`src/logic/lc4_params.svh`:
```
`ifndef LC4_PARAMS_SVH
`define LC4_PARAMS_SVH

// Core-wide sizing and fixed addresses

// Data word and address width
`define LC4_WORD_W 16

// Register index width, eight general registers
`define LC4_REG_SEL_W 3

// Boot address of the first user instruction
`define LC4_RESET_PC 16'h8200

// Base of the trap vector table
// TRAP lands here with its eight-bit vector in the low byte
`define LC4_TRAP_BASE 16'h8000

`endif
```
`src/logic/lc4_pkg.sv`:
```
`include "lc4_params.svh"

package lc4_pkg;

   // Major opcode in insn[15:12], only the supported groups are named
   typedef enum logic [3:0] {
      OP_BR    = 4'h0,
      OP_ADD   = 4'h1,
      OP_JSR   = 4'h4,
      OP_LOGIC = 4'h5,
      OP_LDR   = 4'h6,
      OP_STR   = 4'h7,
      OP_CONST = 4'h9,
      OP_JMP   = 4'hC,
      OP_TRAP  = 4'hF
   } opcode_e;

   // ALU function select
   typedef enum logic [2:0] {
      ALU_ADD,
      ALU_SUB,
      ALU_AND,
      ALU_NOT,
      ALU_OR,
      ALU_XOR,
      // CONST result, sign-extended imm9
      ALU_PASS_IMM,
      // Rs plus imm6 for loads and stores
      ALU_ADDR
   } alu_op_e;

   // Register writeback source
   typedef enum logic [1:0] {
      WB_ALU,
      WB_MEM,
      WB_PC1
   } wb_src_e;

   // Next-PC selection
   typedef enum logic [2:0] {
      FLOW_SEQ,
      FLOW_BRANCH,
      FLOW_JMP_REL,
      FLOW_JMP_REG,
      FLOW_JSR_ABS,
      FLOW_TRAP
   } flow_e;

   // Decoded control bundle, one per instruction
   typedef struct packed {
      logic [`LC4_REG_SEL_W-1:0] rs_sel;
      logic [`LC4_REG_SEL_W-1:0] rt_sel;
      logic [`LC4_REG_SEL_W-1:0] rd_sel;
      logic                      rf_we;
      logic                      nzp_we;
      alu_op_e                   alu_op;
      logic                      use_imm;
      wb_src_e                   wb_src;
      logic                      is_load;
      logic                      is_store;
      logic                      is_branch;
      flow_e                     flow;
   } lc4_ctrl_t;

   // Per-instruction retire record for the testbench
   typedef struct packed {
      logic [`LC4_WORD_W-1:0]    pc;
      logic [`LC4_WORD_W-1:0]    insn;
      logic                      rf_we;
      logic [`LC4_REG_SEL_W-1:0] rf_wsel;
      logic [`LC4_WORD_W-1:0]    rf_wdata;
      logic                      nzp_we;
      logic [2:0]                nzp_new;
      logic                      dmem_we;
      logic [`LC4_WORD_W-1:0]    dmem_addr;
      logic [`LC4_WORD_W-1:0]    dmem_data;
   } lc4_trace_t;

endpackage

```
`src/logic/lc4_core.sv`:
```
`timescale 1ns/1ps
`include "lc4_params.svh"

module lc4_core (
   input  logic                   gwe,
   input  logic                   i_arst_n,
   output logic [`LC4_WORD_W-1:0] o_imem_addr,
   input  logic [`LC4_WORD_W-1:0] i_imem_data,
   output logic [`LC4_WORD_W-1:0] o_dmem_addr,
   output logic                   o_dmem_we,
   output logic [`LC4_WORD_W-1:0] o_dmem_wdata,
   input  logic [`LC4_WORD_W-1:0] i_dmem_rdata,
   output lc4_pkg::lc4_trace_t    o_trace
);

   lc4_pkg::lc4_ctrl_t     ctrl;
   logic [`LC4_WORD_W-1:0] rs_data;
   logic [`LC4_WORD_W-1:0] rt_data;
   logic [`LC4_WORD_W-1:0] alu_result;
   logic [`LC4_WORD_W-1:0] pc;
   logic [`LC4_WORD_W-1:0] pc_plus_one;
   logic [`LC4_WORD_W-1:0] wdata;
   logic [2:0]             nzp_new;
   // Load or store this cycle
   logic                   mem_access;

   lc4_decoder u_decoder (
      .i_insn (i_imem_data),
      .o_ctrl (ctrl)
   );

   lc4_regfile u_regfile (
      .gwe       (gwe),
      .i_arst_n  (i_arst_n),
      .i_rs_sel  (ctrl.rs_sel),
      .i_rt_sel  (ctrl.rt_sel),
      .i_rd_sel  (ctrl.rd_sel),
      .i_we      (ctrl.rf_we),
      .i_wdata   (wdata),
      .o_rs_data (rs_data),
      .o_rt_data (rt_data)
   );

   lc4_alu u_alu (
      .i_ctrl    (ctrl),
      .i_insn    (i_imem_data),
      .i_rs_data (rs_data),
      .i_rt_data (rt_data),
      .o_result  (alu_result)
   );

   lc4_pc_unit u_pc_unit (
      .gwe           (gwe),
      .i_arst_n      (i_arst_n),
      .i_ctrl        (ctrl),
      .i_insn        (i_imem_data),
      .i_rs_data     (rs_data),
      .i_wdata       (wdata),
      .o_pc          (pc),
      .o_pc_plus_one (pc_plus_one),
      .o_nzp_new     (nzp_new)
   );

   // Fetch address is the PC itself
   assign o_imem_addr = pc;

   // Writeback select
   always_comb begin
      case (ctrl.wb_src)
         lc4_pkg::WB_MEM: wdata = i_dmem_rdata;
         // Return address into R7
         lc4_pkg::WB_PC1: wdata = pc_plus_one;
         default:         wdata = alu_result;
      endcase
   end

   // Data memory port, address zeroed when unused
   assign mem_access   = ctrl.is_load || ctrl.is_store;
   assign o_dmem_addr  = mem_access ? alu_result : '0;
   assign o_dmem_we    = ctrl.is_store;
   assign o_dmem_wdata = ctrl.is_store ? rt_data : '0;

   // Trace of the instruction at the current PC
   always_comb begin
      o_trace.pc        = pc;
      o_trace.insn      = i_imem_data;
      o_trace.rf_we     = ctrl.rf_we;
      o_trace.rf_wsel   = ctrl.rd_sel;
      o_trace.rf_wdata  = wdata;
      o_trace.nzp_we    = ctrl.nzp_we;
      o_trace.nzp_new   = nzp_new;
      o_trace.dmem_we   = o_dmem_we;
      o_trace.dmem_addr = o_dmem_addr;
      // Loaded word for LDR, stored word for STR
      o_trace.dmem_data = ctrl.is_load ? i_dmem_rdata : o_dmem_wdata;
   end

endmodule

```
`src/logic/lc4_pc_unit.sv`:
```
`timescale 1ns/1ps
`include "lc4_params.svh"

module lc4_pc_unit (
   input  logic                   gwe,
   input  logic                   i_arst_n,
   input  lc4_pkg::lc4_ctrl_t     i_ctrl,
   input  logic [`LC4_WORD_W-1:0] i_insn,
   input  logic [`LC4_WORD_W-1:0] i_rs_data,
   input  logic [`LC4_WORD_W-1:0] i_wdata,
   output logic [`LC4_WORD_W-1:0] o_pc,
   output logic [`LC4_WORD_W-1:0] o_pc_plus_one,
   output logic [2:0]             o_nzp_new
);

   localparam int W = `LC4_WORD_W;
   localparam logic [W-1:0] ONE = 1;

   logic [W-1:0] pc_q;
   logic [W-1:0] pc_plus_one;
   logic [W-1:0] next_pc;
   logic [W-1:0] br_target;
   logic [W-1:0] jmp_target;
   logic [W-1:0] jsr_target;
   logic [W-1:0] trap_target;
   // Stored condition codes, N Z P from msb down
   logic [2:0]   nzp_q;
   logic         br_taken;

   assign pc_plus_one   = pc_q + ONE;
   assign o_pc          = pc_q;
   assign o_pc_plus_one = pc_plus_one;

   // Condition codes of the value being written back
   always_comb begin
      if (i_wdata[W-1]) begin
         o_nzp_new = 3'b100;
      end else if (i_wdata == '0) begin
         o_nzp_new = 3'b010;
      end else begin
         o_nzp_new = 3'b001;
      end
   end

   // Any mask bit in insn[11:9] that meets a set NZP bit
   assign br_taken = i_ctrl.is_branch && |(i_insn[11:9] & nzp_q);

   // PC-relative targets count from PC plus one
   assign br_target   = pc_plus_one + {{(W-9){i_insn[8]}}, i_insn[8:0]};
   assign jmp_target  = pc_plus_one + {{(W-11){i_insn[10]}}, i_insn[10:0]};
   // Page bit of the PC kept, imm11 scaled by 16
   assign jsr_target  = {pc_q[W-1], i_insn[10:0], 4'b0000};
   assign trap_target = `LC4_TRAP_BASE | {{(W-8){1'b0}}, i_insn[7:0]};

   always_comb begin
      case (i_ctrl.flow)
         lc4_pkg::FLOW_BRANCH:  next_pc = br_taken ? br_target : pc_plus_one;
         lc4_pkg::FLOW_JMP_REL: next_pc = jmp_target;
         // JMPR and JSRR, Rs read before R7 is overwritten
         lc4_pkg::FLOW_JMP_REG: next_pc = i_rs_data;
         lc4_pkg::FLOW_JSR_ABS: next_pc = jsr_target;
         lc4_pkg::FLOW_TRAP:    next_pc = trap_target;
         default:               next_pc = pc_plus_one;
      endcase
   end

   // One instruction retires on every edge
   always_ff @(posedge gwe or negedge i_arst_n) begin
      if (!i_arst_n) begin
         pc_q  <= `LC4_RESET_PC;
         nzp_q <= 3'b000;
      end else begin
         pc_q <= next_pc;
         if (i_ctrl.nzp_we) begin
            nzp_q <= o_nzp_new;
         end
      end
   end

endmodule

```
`src/logic/lc4_alu.sv`:
```
`timescale 1ns/1ps
`include "lc4_params.svh"

module lc4_alu (
   input  lc4_pkg::lc4_ctrl_t     i_ctrl,
   input  logic [`LC4_WORD_W-1:0] i_insn,
   input  logic [`LC4_WORD_W-1:0] i_rs_data,
   input  logic [`LC4_WORD_W-1:0] i_rt_data,
   output logic [`LC4_WORD_W-1:0] o_result
);

   localparam int W = `LC4_WORD_W;

   // Sign-extended immediates
   // imm5 for ADDI and ANDI
   logic [W-1:0] imm5;
   // imm6 for the LDR and STR offset
   logic [W-1:0] imm6;
   // imm9 for CONST
   logic [W-1:0] imm9;
   // Second operand, register or imm5
   logic [W-1:0] op_b;

   assign imm5 = {{(W-5){i_insn[4]}}, i_insn[4:0]};
   assign imm6 = {{(W-6){i_insn[5]}}, i_insn[5:0]};
   assign imm9 = {{(W-9){i_insn[8]}}, i_insn[8:0]};

   assign op_b = i_ctrl.use_imm ? imm5 : i_rt_data;

   always_comb begin
      case (i_ctrl.alu_op)
         lc4_pkg::ALU_ADD: begin
            o_result = i_rs_data + op_b;
         end
         lc4_pkg::ALU_SUB: begin
            // Two's complement wrap, same as the ISA
            o_result = i_rs_data - op_b;
         end
         lc4_pkg::ALU_AND: begin
            o_result = i_rs_data & op_b;
         end
         lc4_pkg::ALU_NOT: begin
            o_result = ~i_rs_data;
         end
         lc4_pkg::ALU_OR: begin
            o_result = i_rs_data | op_b;
         end
         lc4_pkg::ALU_XOR: begin
            o_result = i_rs_data ^ op_b;
         end
         lc4_pkg::ALU_PASS_IMM: begin
            o_result = imm9;
         end
         lc4_pkg::ALU_ADDR: begin
            // Effective address for loads and stores
            o_result = i_rs_data + imm6;
         end
         default: begin
            o_result = '0;
         end
      endcase
   end

endmodule

```
`src/logic/lc4_regfile.sv`:
```
`timescale 1ns/1ps
`include "lc4_params.svh"

module lc4_regfile (
   input  logic                      gwe,
   input  logic                      i_arst_n,
   input  logic [`LC4_REG_SEL_W-1:0] i_rs_sel,
   input  logic [`LC4_REG_SEL_W-1:0] i_rt_sel,
   input  logic [`LC4_REG_SEL_W-1:0] i_rd_sel,
   input  logic                      i_we,
   input  logic [`LC4_WORD_W-1:0]    i_wdata,
   output logic [`LC4_WORD_W-1:0]    o_rs_data,
   output logic [`LC4_WORD_W-1:0]    o_rt_data
);

   localparam int REG_COUNT = 1 << `LC4_REG_SEL_W;

   // R0 to R7, all general purpose
   logic [`LC4_WORD_W-1:0] regs [REG_COUNT];

   // Combinational reads, no bypass from the write port
   assign o_rs_data = regs[i_rs_sel];
   assign o_rt_data = regs[i_rt_sel];

   // Single write port, committed on the gwe edge
   always_ff @(posedge gwe or negedge i_arst_n) begin
      if (!i_arst_n) begin
         for (int i = 0; i < REG_COUNT; i++) begin
            regs[i] <= '0;
         end
      end else if (i_we) begin
         regs[i_rd_sel] <= i_wdata;
      end
   end

endmodule

```
`src/logic/lc4_decoder.sv`:
```
`timescale 1ns/1ps
`include "lc4_params.svh"

module lc4_decoder (
   input  logic [`LC4_WORD_W-1:0] i_insn,
   output lc4_pkg::lc4_ctrl_t     o_ctrl
);

   // Link register for JSR, JSRR and TRAP
   localparam logic [`LC4_REG_SEL_W-1:0] REG_R7 = {`LC4_REG_SEL_W{1'b1}};

   lc4_pkg::opcode_e opcode;
   // Sub-opcode of the ADD and LOGIC groups
   logic [2:0]       sub_op;
   // Immediate form of ADD and AND
   logic             imm_form;

   assign opcode   = lc4_pkg::opcode_e'(i_insn[15:12]);
   assign sub_op   = i_insn[5:3];
   assign imm_form = i_insn[5];

   always_comb begin
      // Start from a sequential no-op
      o_ctrl        = '0;
      o_ctrl.rs_sel = i_insn[8:6];
      o_ctrl.rt_sel = i_insn[2:0];
      o_ctrl.rd_sel = i_insn[11:9];
      o_ctrl.alu_op = lc4_pkg::ALU_ADD;
      o_ctrl.wb_src = lc4_pkg::WB_ALU;
      o_ctrl.flow   = lc4_pkg::FLOW_SEQ;

      case (opcode)
         lc4_pkg::OP_BR: begin
            // NZP mask lives in insn[11:9], tested in the PC unit
            o_ctrl.is_branch = 1'b1;
            o_ctrl.flow      = lc4_pkg::FLOW_BRANCH;
         end
         lc4_pkg::OP_ADD: begin
            // Only ADD, SUB and ADDI, MUL and DIV fall through as no-ops
            if (imm_form || sub_op == 3'b000 || sub_op == 3'b010) begin
               o_ctrl.rf_we   = 1'b1;
               o_ctrl.nzp_we  = 1'b1;
               o_ctrl.use_imm = imm_form;
               o_ctrl.alu_op  = (!imm_form && sub_op == 3'b010) ?
                                lc4_pkg::ALU_SUB : lc4_pkg::ALU_ADD;
            end
         end
         lc4_pkg::OP_LOGIC: begin
            o_ctrl.rf_we  = 1'b1;
            o_ctrl.nzp_we = 1'b1;
            if (imm_form) begin
               o_ctrl.use_imm = 1'b1;
               o_ctrl.alu_op  = lc4_pkg::ALU_AND;
            end else begin
               // With insn[5] clear two sub-op bits remain
               case (sub_op[1:0])
                  2'b00: o_ctrl.alu_op = lc4_pkg::ALU_AND;
                  2'b01: o_ctrl.alu_op = lc4_pkg::ALU_NOT;
                  2'b10: o_ctrl.alu_op = lc4_pkg::ALU_OR;
                  2'b11: o_ctrl.alu_op = lc4_pkg::ALU_XOR;
               endcase
            end
         end
         lc4_pkg::OP_LDR: begin
            o_ctrl.rf_we   = 1'b1;
            o_ctrl.nzp_we  = 1'b1;
            o_ctrl.is_load = 1'b1;
            o_ctrl.alu_op  = lc4_pkg::ALU_ADDR;
            o_ctrl.wb_src  = lc4_pkg::WB_MEM;
         end
         lc4_pkg::OP_STR: begin
            // Store data register sits where Rd normally is
            o_ctrl.rt_sel   = i_insn[11:9];
            o_ctrl.is_store = 1'b1;
            o_ctrl.alu_op   = lc4_pkg::ALU_ADDR;
         end
         lc4_pkg::OP_CONST: begin
            o_ctrl.rf_we  = 1'b1;
            o_ctrl.nzp_we = 1'b1;
            o_ctrl.alu_op = lc4_pkg::ALU_PASS_IMM;
         end
         lc4_pkg::OP_JSR: begin
            o_ctrl.rf_we  = 1'b1;
            o_ctrl.nzp_we = 1'b1;
            o_ctrl.rd_sel = REG_R7;
            o_ctrl.wb_src = lc4_pkg::WB_PC1;
            // insn[11] picks JSR over JSRR
            o_ctrl.flow   = i_insn[11] ? lc4_pkg::FLOW_JSR_ABS : lc4_pkg::FLOW_JMP_REG;
         end
         lc4_pkg::OP_JMP: begin
            o_ctrl.flow = i_insn[11] ? lc4_pkg::FLOW_JMP_REL : lc4_pkg::FLOW_JMP_REG;
         end
         lc4_pkg::OP_TRAP: begin
            o_ctrl.rf_we  = 1'b1;
            o_ctrl.nzp_we = 1'b1;
            o_ctrl.rd_sel = REG_R7;
            o_ctrl.wb_src = lc4_pkg::WB_PC1;
            o_ctrl.flow   = lc4_pkg::FLOW_TRAP;
         end
         default: begin
            // CMP, RTI, shifts, HICONST and the rest retire as no-ops
            o_ctrl.flow = lc4_pkg::FLOW_SEQ;
         end
      endcase
   end

endmodule

```
`config.mk`:
```
export PLATFORM = sky130hd
export DESIGN_NAME = lc4_core
export DESIGN_NICKNAME = d
export VERILOG_FILES = /design/src/logic/lc4_pkg.sv /design/src/logic/lc4_core.sv /design/src/logic/lc4_pc_unit.sv /design/src/logic/lc4_alu.sv /design/src/logic/lc4_regfile.sv /design/src/logic/lc4_decoder.sv
export VERILOG_INCLUDE_DIRS = /design/src /design/src/logic
export SDC_FILE = /design/constraint.sdc
export NUM_CORES = 1
export LEC_CHECK = 0
export BUFFER_PORTS_ARGS = -buffer_cell sky130_fd_sc_hd__buf_2
export CAP_MARGIN = 0
export CORE_MARGIN = 3
export CORE_UTILIZATION = 55
export CTS_BUF_LIST = sky130_fd_sc_hd__clkbuf_8
export DETAILED_ROUTE_END_ITERATION = 7
export PLACE_DENSITY = 0.79
export SLEW_MARGIN = 20
export SYNTH_ARGS = -nofsm -noshare
export SYNTH_HDL_FRONTEND = slang
export SYNTH_SLANG_ARGS = --single-unit
```
`constraint.sdc`:
```
create_clock -name gwe -period 34.1 [get_ports gwe]
set_clock_uncertainty 0.05 [all_clocks]
set_input_delay 10.23 -clock gwe [delete_from_list [all_inputs] [get_ports gwe]]
set_output_delay 10.23 -clock gwe [all_outputs]
set_load 0.01 [all_outputs]
```
==> key figures <==
Timing
  – RSZ-0062 raised after global routing: no
  – Final setup fails: 0
  – Max frequency: 36.5 MHz
  – Fin Hold WS: 0.469 ns
  – Max Slew Vio Count: 0
  – Period utilization: 0.803
  – Rel. slew slack: 0.211
  – Hold Violations, Final: 0
  – Worst Max-Slew Pin Slew: 1.18 ns
  – Final Critical Period: about 27 ns
  – Final setup TNS: 0 ns

Critical path
  – CP max stage cell: mux2_2
  – CP cell instances: buf_2 -> nand4b_4 -> mux2_2 -> mux4_2 -> mux2i_1 -> and2_1 -> o21bai_1 -> ha_1 -> nand2_1 -> nor4_1 -> xnor2_1 -> o221ai_1 -> ha_1 -> a21oi_1 -> o21ai_0 -> a21oi_1 -> o31ai_1 -> xnor2_1 -> a21oi_1 -> nor2_1 -> nor4bb_1 -> and3_1 -> nor2_1 -> buf_2
  – CP Class: primary input to output pin
  – Startpoint types: primary input
  – Critical path data required time: ~24 ns
  – R2R depth: 21
  – Critical Path Sink Type: output pin
  – CP most frequent cell: a21oi_1
  – Critical path arrival: roughly 17 ns
  – Max FO, Critical Path: 23
  – Critical Path Max Stage Delay: 0.84 ns

Synth
  – Area contributors post-synth: dfrtp_1 (28%), mux2_2 (11%), mux4_2 (8.4%)
  – Synth Area per Inst: 9.43 um^2
  – Ys Warns: 0
  – FF+latch count, synth: about 150
  – Post-synthesis compound-gate area fraction: 0.170
  – Post-synthesis adder-cell area fraction: 0.0717
  – Mux contribution to synthesized area: 0.235
  – Top cell type's share of synthesized area: 0.276
  – Syn_nets: approximately 1500
  – Post-synth ARST share: 1.00
  – Number of synthesized flops with an enable pin: 0
  – Post-Syn Instances: roughly 1400
  – Cell Area, Synth: about 13000 um^2
  – Main combinational cell family by area after synthesis: multiplexers
  – Post-synthesis simple-gate area fraction: 0.140
  – Seq/Total Area, Yosys: 0.280
  – XOR/XNOR share of the synthesized area: 0.0307
  – Synth unique cells: 80
  – Cell taking the most area after synthesis: dfrtp_1
  – Top_reg_cell synth: dfrtp_1

Clocking
  – Deepest clock path buffer count: 2
  – Number of H-tree levels: 4
  – CTS resizes: 0
  – CTS tree: done
  – CTS root buffer: clkbuf_8
  – Worst-Skew Late Latency: ~0.48 ns
  – CTS sink count: approximately 150
  – Clock Pin Slew Worst Setup and Hold Paths: 0.10 ns
  – # Post-CTS Setup Buffers: 0
  – CTS Buf Count: 17
  – CTS Hold Bufs: 0

Global route
  – GR peak layer: met2
  – Remaining global-route overflow: 0
  – GR Layer Usage met2: 0.532
  – Largest net degree at the start of global routing: 97
  – Grt met1 use: 0.445
  – Number of global-route vias before repair: around 12000
  – Met3 Use GR: 0.0704
  – First-pass GRT wire length: about 68 mm
  – GRT Resource Usage Total: 0.340
  – Initial antenna violation count: 0

Detailed routing
  – DRT antenna net count: 0
  – Pre-antenna DRT Iters: 7
  – Routed vias: around 12000
  – Routed length per placed instance: between 20 and 25 um
  – Drt via density: between 6 and 7
  – DRC Markers: 0
  – Post-Route WL: roughly 44 mm
  – Iteration-0 DRC Markers: approximately 1400

Job
  – Max-cap violation count: 0

Finish
  – Synth-to-layout area growth: 8.61%
  – Share of cells above drive strength 1: 0.290
  – Final Cell Area: ~14000 um^2
  – Fill cells: roughly 1900
  – Number of diodes: 0
  – Post-layout util: 0.619
  – Final #Nets: around 1600

Placement
  – DP Area: about 14000 um^2
  – IO Port Bufs: roughly 170
  – Routability cong.: ~1
  – Post-DP HPWL: 32.7 mm

Die
  – Die H: roughly 160 um
  – Starting Density: 0.570
  – Io pins: 172
  – DIE AREA: 25800 um^2
  – Core area: ~23000 um^2
  – # rows: 55
  – Horiz. Die Dim: roughly 160 um

Min path
  – Worst Hold Class: flop to flop
  – Hold path depth: 2

Power and ir drop
  – Pwr dens: 88.8 nW/um^2
  – Lkg Pwr: 6.72 nW
  – Peak supply drop: between 0.00005 and 0.00006 V

Outcome
  – Status: finished, final reports clean
[state kept, by name, indices dropped and copies added, names as in the netlist]
signal / flops
u_regfile.regs: 128
u_pc_unit.o_pc: 16
u_pc_unit.nzp_q: 3
[kinds of logic after synthesis]
kind of cell,after synthesis
mux,229
compound gates,321
buf+inv,193
fa+ha+maj,74
xor+xnor,46
simple gates,383
flops,147
[placed cells by master, fill, tap and decap left out, drive strengths merged, types with 12 or more instances in the layout]
master and instances:
buf 193, dfrtp 145, mux2 134, nand2 107, nor2 102, ha 72, a21oi 68, inv 68
o21ai 58, mux4 49, mux2i 46, a21o 38, nor3 37, nand3 33, xnor2 30, nand2b 22
a221oi 22, clkbuf 17, xor2 16, a22oi 14, o211ai 14, or3 14, nor4 13, a211oi 12
[power by group]
group	total [mW]	internal [mW]	leakage, nW	switching, mW
clock	0.141	0.0565	0.201	0.0845
sequential	0.331	0.257	1.81	0.0747
combinational	0.793	0.327	4.70	0.466
total	1.27	0.640	6.72	0.626
[cell usage after synthesis (all sizes together) (46+ instances only)]
cell type	count
a21oi	68
buf	78
clkbuf	56
dfrtp	145
ha	72
inv	59
mux2	134
mux2i	46
mux4	49
nand2	107
nor2	102
o21ai	58
[worst max-delay path: cells and delay by family]
| family | cells | cell delay (ns) |
|---|---|---|
| AO/OA/AOI/OAI | 7 | 1.76 |
| multiplexers | 3 | 1.66 |
| AND/OR/NAND/NOR | 8 | 1.88 |
| adder cells (fa/ha/maj) | 2 | 0.67 |
| buffers and inverters | 2 | 0.45 |
| XOR/XNOR | 2 | 0.42 |
[path summary, 6_finish.rpt]
check                             startpoint                 end  slack [ns]
setup reg to reg           u_regfile.regs[1]  u_pc_unit.nzp_q[1]       28.36
hold reg to reg            u_regfile.regs[2]   u_regfile.regs[2]        0.47
min in group asynchronous           i_arst_n  u_pc_unit.o_pc[12]        9.76
setup / recovery             i_imem_data[14]         o_trace[33]        6.72
hold / removal             u_regfile.regs[2]   u_regfile.regs[2]        0.47
max in group asynchronous           i_arst_n  u_regfile.regs[76]       23.01
[through the flow]
| stage | power [mW] | setup slack (ns) | cells |
|---|---|---|---|
| after floorplan | 0.858 | 8.73 | 1393 |
| after global placement | 1.07 | 7.10 | 1764 |
| after detailed placement | 1.10 | 6.90 | 1764 |
| after CTS | 1.24 | 6.88 | 1796 |
| after global routing | 1.34 | 6.09 | 1797 |
| final | 1.27 | 6.72 | 1797 |
[metal layers]
metal	part of all wire	wire length, um
met1	0.38	16900
met2	0.45	20200
met3	0.11	4980
met4	0.053	2370
met5	0	0
[cell type report]
class                   count  area [um^2]  area share
multi-input cells        1053         8520       0.597
flip-flops and latches    147         3680       0.258
repair buffers            193         1030      0.0726
well taps                 313          392      0.0275
clock buffers              17          234      0.0164
inverters                  59          221      0.0155
clock inverters            15          179      0.0125
Note: power is estimated with default switching activity, not from simulation.
